### src/cart_pkg.sv
/*
 * Shared widths, address constants, bus structs and enums for the
 * cartridge load and mapping path. Every RTL block and the testbench
 * refer to these through cart_pkg:: scoped names.
 */
package cart_pkg;

	// Download index decode
	localparam logic [5:0]  ROM_INDEX_MAX      = 6'h01;    // Index 0 = BIOS, 1 = cart
	localparam int          CART_INDEX_BIT     = 6;
	localparam logic [24:0] HEADER_REGION_ADDR = 25'h1F0;  // Region letter in header

	// Region reset pulse
	localparam int REGION_HOLD_CYCLES = 1024;
	localparam int HOLD_CNT_W         = $clog2(REGION_HOLD_CYCLES + 1);

	// Mapper and SDRAM layout
	localparam int         BANK_COUNT = 8;
	localparam logic [7:0] BIOS_BASE  = 8'h78;             // BIOS at F00000 (bytes)

	// Upper bit doubles as the PAL flag
	typedef enum logic [1:0] {
		REGION_JP = 2'd0,
		REGION_US = 2'd1,
		REGION_EU = 2'd2
	} region_t;

	typedef logic [4:0]   bank_t;
	typedef logic [15:0]  word_t;
	typedef logic [23:1]  cpu_addr_t;    // CPU word address
	typedef logic [23:0]  sdram_addr_t;  // SDRAM word address
	typedef logic [23:13] rom_mask_t;    // Mask for 8 KB granules

	typedef struct packed {
		logic        download;
		logic        wr;
		logic [7:0]  index;
		logic [24:0] addr;
		word_t       data;
	} ioctl_bus_t;

	typedef struct packed {
		cpu_addr_t addr;
		word_t     wdata;
		logic      rnw;
		logic      page_n;  // Page register select, active low
	} cpu_bus_t;

	typedef struct packed {
		sdram_addr_t addr;
		word_t       data;
		logic        write;
	} mem_load_t;

	typedef struct packed {
		logic      rom_load;
		logic      cart_mode;
		rom_mask_t rom_mask;
		region_t   hdr_region;
		logic      hdr_seen;
	} rom_info_t;

endpackage

### src/download_snoop.sv
/*
 * Watches the host download bus while a ROM image streams in.
 * Builds the ROM size mask from the highest address seen, latches
 * whether the image is a cartridge or a BIOS, and picks up the
 * region letter from the cartridge header.
 */
`timescale 1ns/1ps

module download_snoop (
	input  logic                   clk_sys,
	input  logic                   reset,
	input  cart_pkg::ioctl_bus_t   ioctl,
	output cart_pkg::rom_info_t    info
);

	logic                rom_load;
	logic                rom_strobe;
	logic                is_cart;
	cart_pkg::rom_mask_t rom_mask;
	cart_pkg::region_t   hdr_region;
	logic                cart_mode;
	logic                hdr_seen;

	assign rom_load   = ioctl.download && (ioctl.index[5:0] <= cart_pkg::ROM_INDEX_MAX);
	assign rom_strobe = rom_load && ioctl.wr;  // One strobe per word
	assign is_cart    = ioctl.index[cart_pkg::CART_INDEX_BIT];

	always_ff @(posedge clk_sys) begin
		if (reset) begin
			cart_mode  <= 1'b0;
			rom_mask   <= '0;
			hdr_region <= cart_pkg::REGION_JP;
			hdr_seen   <= 1'b0;
		end else if (rom_strobe) begin
			cart_mode <= is_cart;
			if (is_cart) begin
				if (ioctl.addr == '0) rom_mask <= '0;  // New image starts over
				else rom_mask <= rom_mask | ioctl.addr[23:13];
			end
			if (ioctl.addr == cart_pkg::HEADER_REGION_ADDR) begin
				hdr_seen <= 1'b1;
				if (ioctl.data[7:0] == "J") hdr_region <= cart_pkg::REGION_JP;
				else if (ioctl.data[7:0] == "U") hdr_region <= cart_pkg::REGION_US;
				else hdr_region <= cart_pkg::REGION_EU;  // Anything else is treated as PAL
			end
		end
	end

	assign info.rom_load   = rom_load;
	assign info.cart_mode  = cart_mode;
	assign info.rom_mask   = rom_mask;
	assign info.hdr_region = hdr_region;
	assign info.hdr_seen   = hdr_seen;

endmodule

### src/region_ctrl.sv
/*
 * Active region selection. The menu option either forces a region or
 * defers to the cartridge header. Any change of the selected region
 * restarts a hold counter that keeps region_set high, so the console
 * sits in reset while it switches video standard.
 */
`timescale 1ns/1ps

module region_ctrl (
	input  logic                 clk_sys,
	input  logic                 reset,
	input  cart_pkg::rom_info_t  info,
	input  logic [1:0]           region_opt,
	output cart_pkg::region_t    region,
	output logic                 pal,
	output logic                 region_set
);

	cart_pkg::region_t               region_sel;
	logic [cart_pkg::HOLD_CNT_W-1:0] hold_cnt;
	logic                            hold_done;

	// Option 0 is automatic, 1..3 force JP/US/EU
	always_comb begin
		case (region_opt)
			2'd1:    region_sel = cart_pkg::REGION_JP;
			2'd2:    region_sel = cart_pkg::REGION_US;
			2'd3:    region_sel = cart_pkg::REGION_EU;
			default: region_sel = info.hdr_seen ? info.hdr_region : cart_pkg::REGION_JP;
		endcase
	end

	assign hold_done = (hold_cnt == cart_pkg::HOLD_CNT_W'(cart_pkg::REGION_HOLD_CYCLES));

	////////////////////////////////////////////////////////////////////////
	// Region register and reset hold
	always_ff @(posedge clk_sys) begin
		if (reset) begin
			region     <= cart_pkg::REGION_JP;
			hold_cnt   <= '0;
			region_set <= 1'b1;  // Start-up counts as a region change
		end else begin
			region     <= region_sel;
			region_set <= !hold_done;
			if (region != region_sel) hold_cnt <= '0;
			else if (!hold_done) hold_cnt <= hold_cnt + 1'b1;
		end
	end

	assign pal = region[1];

endmodule

### src/bank_mapper.sv
/*
 * Large-ROM mapper. Eight 5-bit bank registers select which 512 KB
 * page of the ROM appears in each CPU window. The CPU writes them
 * through the page register strobe, and only when the ROM is bigger
 * than 4 MB. The translated address is masked to the ROM size.
 */
`timescale 1ns/1ps

module bank_mapper (
	input  logic                 clk_sys,
	input  logic                 reset,
	input  cart_pkg::rom_info_t  info,
	input  cart_pkg::cpu_bus_t   cpu,
	output cart_pkg::cpu_addr_t  rom_va,
	output cart_pkg::word_t      page_di
);

	cart_pkg::bank_t bank_reg [cart_pkg::BANK_COUNT];
	logic            page_n_q;
	logic            page_fall;
	logic            large_rom;
	logic            bank_wr;

	assign page_fall = page_n_q && !cpu.page_n;      // Access starts
	assign large_rom = |info.rom_mask[23:22];        // Over 4 MB
	assign bank_wr   = page_fall && !cpu.rnw && (cpu.addr[3:1] != 3'd0) && large_rom;

	always_ff @(posedge clk_sys) begin
		if (reset) page_n_q <= 1'b1;
		else page_n_q <= cpu.page_n;
	end

	////////////////////////////////////////////////////////////////////////
	// Bank registers
	always_ff @(posedge clk_sys) begin
		if (reset || info.rom_load) begin
			// Identity map until software says otherwise
			for (int i = 0; i < cart_pkg::BANK_COUNT; i++) begin
				bank_reg[i] <= cart_pkg::bank_t'(i);
			end
		end else if (bank_wr) begin
			bank_reg[cpu.addr[3:1]] <= cpu.wdata[4:0];  // Register 0 is fixed
		end
	end

	////////////////////////////////////////////////////////////////////////
	// Address translation
	// Window select in bits 21..19, offset in 18..1
	assign rom_va = {bank_reg[cpu.addr[21:19]], cpu.addr[18:1]}
		& {info.rom_mask, 12'hFFF};  // Low 12 bits always pass

	// Nothing readable behind the page registers
	assign page_di = '1;

endmodule

### src/sdram_map.sv
/*
 * SDRAM side of the loader. Forms the word address for ROM reads and
 * for download writes, in either the cartridge or the BIOS layout,
 * swaps the download bytes into memory order and holds the host off
 * with ioctl_wait until the memory has taken each word.
 */
`timescale 1ns/1ps

module sdram_map (
	input  logic                   clk_sys,
	input  logic                   reset,
	input  cart_pkg::rom_info_t    info,
	input  cart_pkg::ioctl_bus_t   ioctl,
	input  cart_pkg::cpu_addr_t    rom_va,
	input  cart_pkg::cpu_addr_t    cpu_addr,
	input  logic                   mem_busy,
	output logic                   ioctl_wait,
	output cart_pkg::mem_load_t    mem_load,
	output cart_pkg::sdram_addr_t  rom_mem_addr
);

	logic busy_q;
	logic busy_fall;

	assign busy_fall = busy_q && !mem_busy;  // Memory finished the write

	////////////////////////////////////////////////////////////////////////
	// Download flow control
	always_ff @(posedge clk_sys) begin
		if (reset) begin
			busy_q     <= 1'b0;
			ioctl_wait <= 1'b0;
		end else begin
			busy_q <= mem_busy;
			if (info.rom_load && ioctl.wr) ioctl_wait <= 1'b1;
			if (busy_fall) ioctl_wait <= 1'b0;
		end
	end

	////////////////////////////////////////////////////////////////////////
	// Address layouts
	// Cart ROM at 000000-7FFFFF, BIOS at F00000 (byte addresses)
	assign rom_mem_addr = info.cart_mode ? {2'b00, rom_va[22:1]}
		: {cart_pkg::BIOS_BASE, cpu_addr[16:1]};

	always_comb begin
		mem_load.addr  = info.cart_mode ? {2'b00, ioctl.addr[22:1]}
			: {cart_pkg::BIOS_BASE, ioctl.addr[16:1]};
		mem_load.data  = {ioctl.data[7:0], ioctl.data[15:8]};  // Host sends little endian
		mem_load.write = info.rom_load && ioctl_wait;
	end

endmodule

### src/cart_loader_top.sv
/*
 * Top level of the cartridge load and mapping path. Connects the
 * download snooper, the region controller, the bank mapper and the
 * SDRAM address block. Drive the download bus, the CPU bus, the menu
 * region option and the memory busy level from outside.
 */
`timescale 1ns/1ps

module cart_loader_top (
	input  logic                   clk_sys,
	input  logic                   reset,
	input  cart_pkg::ioctl_bus_t   ioctl,
	input  cart_pkg::cpu_bus_t     cpu,
	input  logic [1:0]             region_opt,
	input  logic                   mem_busy,
	output cart_pkg::region_t      region,
	output logic                   pal,
	output logic                   region_set,
	output logic                   ioctl_wait,
	output cart_pkg::mem_load_t    mem_load,
	output cart_pkg::sdram_addr_t  rom_mem_addr,
	output cart_pkg::word_t        page_di
);

	cart_pkg::rom_info_t info;    // Snooped image properties
	cart_pkg::cpu_addr_t rom_va;  // Banked and masked ROM address

	download_snoop u_snoop (
		.clk_sys (clk_sys),
		.reset   (reset),
		.ioctl   (ioctl),
		.info    (info)
	);

	region_ctrl u_region (
		.clk_sys    (clk_sys),
		.reset      (reset),
		.info       (info),
		.region_opt (region_opt),
		.region     (region),
		.pal        (pal),
		.region_set (region_set)
	);

	bank_mapper u_mapper (
		.clk_sys (clk_sys),
		.reset   (reset),
		.info    (info),
		.cpu     (cpu),
		.rom_va  (rom_va),
		.page_di (page_di)
	);

	sdram_map u_sdram (
		.clk_sys      (clk_sys),
		.reset        (reset),
		.info         (info),
		.ioctl        (ioctl),
		.rom_va       (rom_va),
		.cpu_addr     (cpu.addr),
		.mem_busy     (mem_busy),
		.ioctl_wait   (ioctl_wait),
		.mem_load     (mem_load),
		.rom_mem_addr (rom_mem_addr)
	);

endmodule

### config.mk
export PLATFORM = sky130hd
export DESIGN_NAME = cart_loader_top
export DESIGN_NICKNAME = d
export VERILOG_FILES = /design/src/cart_pkg.sv /design/src/download_snoop.sv /design/src/region_ctrl.sv /design/src/bank_mapper.sv /design/src/sdram_map.sv /design/src/cart_loader_top.sv
export SDC_FILE = /design/constraint.sdc
export NUM_CORES = 1
export LEC_CHECK = 0
export BUFFER_PORTS_ARGS = -buffer_cell sky130_fd_sc_hd__buf_2
export CAP_MARGIN = 20
export CORE_MARGIN = 10
export CORE_UTILIZATION = 49
export CTS_CLUSTER_SIZE = 10
export DETAILED_ROUTE_END_ITERATION = 10
export PLACE_DENSITY_LB_ADDON = 0.05
export SLEW_MARGIN = 20
export SYNTH_ARGS = -nofsm -noshare
export SYNTH_HDL_FRONTEND = slang
export SYNTH_SLANG_ARGS = --single-unit
### constraint.sdc
create_clock -name clk_sys -period 3.6 [get_ports clk_sys]
set_input_delay 0.54 -clock clk_sys [delete_from_list [all_inputs] [get_ports clk_sys]]
set_output_delay 0.54 -clock clk_sys [all_outputs]
set_load 0.05 [all_outputs]
== Yosys cells after proc, flatten, opt, wreduce, memory -nomap -nowiden ==
Memories as Yosys holds them, arrays and structs flattened.
Index checks and enable logic that the tools add are counted.
Operators by class
  $add $sub $neg: 1
  magnitude comparators: 1
  equality and inequality tests: 8
  mux-type cells: 15
  bitwise gates (word level): 2
  reduce and logical (&&, ||, !) cells: 21
Operator list (count)
  2-to-1 mux 23 bit: 2
  == test 25 x 9 -> 1 bit, second input constant: 1
  logical NOT 25 bit: 1
  bitwise AND 22 bit: 1
  == test 8 x 7 -> 1 bit, second input constant: 2
  adder 11 x 1 -> 11 bit, second input constant: 1
  == test 11 bit, second input constant: 1
  2-to-1 mux 11 bit: 1
  OR 11 bit: 1
  logical AND 1 bit: 8
  less-or-equal comparator 6 x 1 -> 1 bit, second input constant: 1
  2-to-1 mux 1 bit: 6
  2-to-1 mux 2 bit: 3
  case mux 2 bit (3 select lines): 1
  OR reduction 2 bit: 3
  2-to-1 mux 5 bit: 1
  OR reduction 5 bit: 1
  == test 2 bit, second input constant: 2
  logical NOT 1 bit: 4
  AND reduction 2 bit: 2
  2-to-1 mux 3 bit: 1
  nonzero test 3 bit: 1
  == test 2 x 1 -> 1 bit, second input constant: 1
  != test 2 bit: 1
  logical OR 1 bit: 1
Storage, ports and cells
  bits in registers: 32
  memory bits (writable): 40
  bits of input ports: 97
  memories kept: 1
Memories
  u_mapper.bank_reg: words 8, bits a word 5, read ports 1, clocked after memory_dff 0, wr ports 8, line bank_mapper.sv:18  | cart_pkg::bank_t bank_reg [cart_pkg::BANK_COUNT];

== Depth between registers and ports, before layout ==
  word-level depth: 10
  gate-level depth with buffers: 5
  gate-level depth less buffers: 5

== Hierarchy ==
Synthesis repeated with hierarchy kept, for this count alone.
Unflattened totals
  cells, all modules: 400
  area, all modules: 4304.1 µm²
Modules (own cells, without submodules)
  bank_mapper: instances 1, cells an instance 174, area each 2238.4 µm²
  download_snoop: instances 1, cells an instance 82, area each 710.7 µm²
  sdram_map: instances 1, cells an instance 75, area each 691.9 µm²
  region_ctrl: instances 1, cells an instance 69, area each 663.1 µm²

== Worst setup path after synthesis ==
No wires, ideal clock.
  path kind: input to output
  start: in cpu[36] (netlist name)
  end: out rom_mem_addr[19]
  arrival time: 2.215 ns
  required time: 3.060 ns
  path slack: 0.845 ns
  cell stages on the path: 4
  cells stage by stage: buf_2 -> mux4_2 -> mux2i_1 -> o21ai_0
On the way
  word-level cells in the longest chain between the ends: 3
Ends and longest elaborated chain
  from (decl): line cart_loader_top.sv:13  | input cart_pkg::cpu_bus_t cpu,
  memory (8 x 5 bit)
  bitwise AND 22 bit: line bank_mapper.sv:50  | & {info.rom_mask, 12'hFFF};
  2-to-1 mux 23 bit: line sdram_map.sv:43  | assign rom_mem_addr = info.cart_mode ? {2'b00, rom_va[22:1]}
  to (decl): line cart_loader_top.sv:21  | output cart_pkg::sdram_addr_t rom_mem_addr,
No other way between the ends.

== Worst setup path after layout ==
  start: in cpu[36] (netlist name)
  end: out rom_mem_addr[20]
The elaborated chain is that of the path after synthesis.

==> results.ini <==
[status]
status = completed

[clock_tree]
post_cts_buffers = 0
cts_resized = 0
clock-sinks = 64
cts_tree = done
cts_buffer_depth = 2
hold_buffers = 0
numCtsBuffers = 9
root_buffer = clkbuf_8
clkTransAtPathRegs_ns = 0.06
htree_levels = 3
clk_latency_ns = 0.33

[timing]
setup_violations = 0
slew_headroom_pct = 47.1
grt_setup_unrepaired = false
clock.fmax_mhz = 421
worst_pin_slew_ns = 0.782
finalCritPeriodShare_pct = 66.0
final-max-slew-violation-count = 0
hold_violations = 0
timing.hold.ws_ns = 0.409
min_period_ns = 2.37
skew_ns = 0.00976
setup_tns_ns = 0

[critical_path]
crit_path_start_kind = input pin
reg2reg_from = u_snoop.rom_mask[9]$_SDFFE_PP0P_
path_depth = 5
crit_buf_inv = 2
ff2ff_setup_slack_ns = 1.71
reg2reg_to = u_mapper.bank_reg[2][2]$_SDFFCE_PN0P_
cp_common_cell = buf_2
crit_type = input pin to output pin
r2r_cells = 3
crit_path_cell_trace = buf_2 > mux4_2 > mux2i_1 > o21ai_0 > buf_2
cp-endpoint = rom_mem_addr[20]
slowest_stage = mux4_2
path_max_fanout = 8
crit_path_end_kind = output pin
critical_path.top_delay_family = multiplexers
cp-startpoint = cpu[36]
max_stage_delay_ns = 0.57
worstPathRequired_ns = 3.06
worstPathArrival_ns = 1.83

[routing]
drtAntennaViolNets = 0
drt-pass1-iter-count = 4
drt-wirelength-per-cell_um = 15.5
vias = 2559
avgViaCountPerCell = 4.93
wl_mm = 8.04
drc_errors = 0
first_iter_violations = 51

[grt]
first_global_vias = 2674
grt_usage_pct = 14.5
grt_max_degree = 25
antenna_found_initial = 0
grt_overflow = 0
grt_pass1_wl_mm = 13.2

[power]
p_leak_uw = 0.00164
internal_power_uw = 1320
switchingPower_uw = 453
powerDensity_nw_per_um2 = 439
combPwrFrac_pct = 14.1
total_power_uw = 1780
p_seq_share_pct = 44.2
power_frac_clock_pct = 41.7
switching_share_pct = 25.5
ir_worst_vdd_mv = 0.255

[final_layout]
fin_nets = 517
area_growth_pct = 13.9
diodes = 0
drive_above_1_share_pct = 36.9
n_fill_cell = 658
largest_register_ff_count = 32

[place]
portBuffers = 114
place_congestion = 0.769
dpl.hpwl_mm = 6.48

[synthesis]
synthCells = 344
yosysSeqAreaShare_pct = 45.1
ys_ff_latch = 64
synth_edf_count = 32
syn_avg_cell_area_um2 = 10.3
syn_area_um2 = 3550
synthFlopType = edfxtp_1
synth-async-reset-ratio_pct = 0
ys_types = 45
ys_warn_count = 0

[die]
coreArea_um2 = 6910
dieArea_um2 = 11000
start_util_pct = 51.4
die_y_um = 105
ioPinCount = 183
num_rows = 30
die_x_um = 105

[hold_path]
hold_class = flip-flop to flip-flop

[run]
drv_cap = 0

-- cells by family after synthesis --
kind of cell / count (synthesis) / share of synthesized area [%]
adder cells (fa/ha/maj): 2 / 0.705
flip-flops: 64 / 45.1
AND/OR/NAND/NOR: 136 / 23.1
buffers and inverters: 85 / 16.1
AO/OA/AOI/OAI: 30 / 5.22
XOR/XNOR: 9 / 2.22
other: 2 / 0.212
multiplexers: 16 / 7.33
-- cells in the final DEF (no fill, tap or decap), drive strengths merged, types with 2 or more instances in the layout --
cell type and count:
or2 4, nor4b 2, xor2 5, and3 4
edfxtp 32, nor3b 3, o21a 6, nand2b 15
and3b 2, nor3 16, bufinv 3, nand3b 2
inv 12, clkbuf 12, mux2i 8, buf 116
nor4 11, conb 22, mux4 8, and2 16
a21oi 15, xnor2 4, nand2 16, and4 2
ha 2, dfxtp 32, o21ai 5, or3 2
nor2 24, nand4 7, nor4bb 3, nand3 5
-- final cells by class --
| class | instances | area, um^2 | share of cell area, % |
|---|---|---|---|
| Inverter | 12 | 45.0 | 1.11 |
| Timing Repair Buffer | 116 | 586 | 14.5 |
| Sequential cell | 64 | 1600 | 39.6 |
| Clock buffer | 12 | 145 | 3.59 |
| Tap cell | 96 | 120 | 2.97 |
| Clock inverter | 4 | 93.8 | 2.32 |
| Multi-Input combinational cell | 215 | 1450 | 35.9 |
-- power by group through the flow --
stage	Combinational [uW]	Clock, uW	Sequential (uW)
final	251	740	785
after floorplan	261	0	802
after CTS	252	756	785
after detailed placement	251	0	801
after global routing	268	789	786
after global placement	250	0	801
-- worst min path at each step --
stage	endpoint	slack, ns	cells past startpoint	from
2_1_floorplan	u_sdram.ioctl_wait$_SDFFE_PP0P_	0.39	1	u_sdram.busy_q$_SDFF_PP0_
3_3_place_gp	u_sdram.ioctl_wait$_SDFFE_PP0P_	0.40	1	u_sdram.busy_q$_SDFF_PP0_
3_5_place_dp	u_sdram.ioctl_wait$_SDFFE_PP0P_	0.41	1	u_sdram.busy_q$_SDFF_PP0_
4_1_cts	u_mapper.page_n_q$_SDFF_PP1_	0.40	2	cpu[0]
5_1_grt	u_mapper.page_n_q$_SDFF_PP1_	0.41	2	cpu[0]
6_report	u_sdram.ioctl_wait$_SDFFE_PP0P_	0.41	1	u_sdram.busy_q$_SDFF_PP0_
-- per-layer routing --
metal	wire length (um)	GRT usage (%)	up-vias
li1	-	-	1278
met1	3330	16.4	1185
met2	4050	25.0	83
met3	551	5.84	13
met4	114	3.63	0
met5	0	0	-
-- synthesized netlist by cell type, types with 2 or more instances --
cell | n | area (um^2)
a21oi_1 | 14 | 70.1
and2_1 | 16 | 100
and3_1 | 4 | 25.0
and4_1 | 2 | 17.5
buf_2 | 3 | 15.0
buf_4 | 64 | 480
clkbuf_1 | 4 | 15.0
conb_1 | 2 | 7.51
dfxtp_1 | 32 | 641
edfxtp_1 | 32 | 961
ha_1 | 2 | 25.0
inv_1 | 12 | 45.0
mux2i_1 | 8 | 80.1
mux4_2 | 8 | 180
nand2_1 | 16 | 60.1
nand2b_1 | 15 | 93.8
nand3_1 | 5 | 25.0
nand3b_1 | 2 | 15.0
nand4_1 | 7 | 43.8
nor2_1 | 15 | 56.3
nor2_2 | 9 | 56.3
nor3_1 | 16 | 80.1
nor3b_1 | 3 | 22.5
nor4_1 | 8 | 50.1
nor4_2 | 2 | 25.0
nor4b_1 | 2 | 17.5
nor4bb_1 | 3 | 30.0
o21a_1 | 6 | 45.0
o21ai_0 | 5 | 25.0
or2_2 | 4 | 25.0
or3_1 | 2 | 12.5
xnor2_1 | 4 | 35.0
xor2_1 | 5 | 43.8
-- through the flow --
stage	setup slack (ns)	instance area [um^2]	util (%)	cells
2_1_floorplan	0.845	3620	-	364
3_3_place_gp	1.20	3800	55.1	503
3_5_place_dp	1.15	3800	55.1	503
4_1_cts	1.20	4040	58.5	519
5_1_grt	1.13	4040	58.5	519
6_report	1.23	4040	58.5	519
-- worst register-to-register path, cell delays in order, from the launching register on --
cell	delay [ns]
dfxtp_1	0.38
o211ai_1	0.19
nor4b_1	0.70
nand2b_1	0.31
Note: power is estimated with default switching activity, not from simulation.
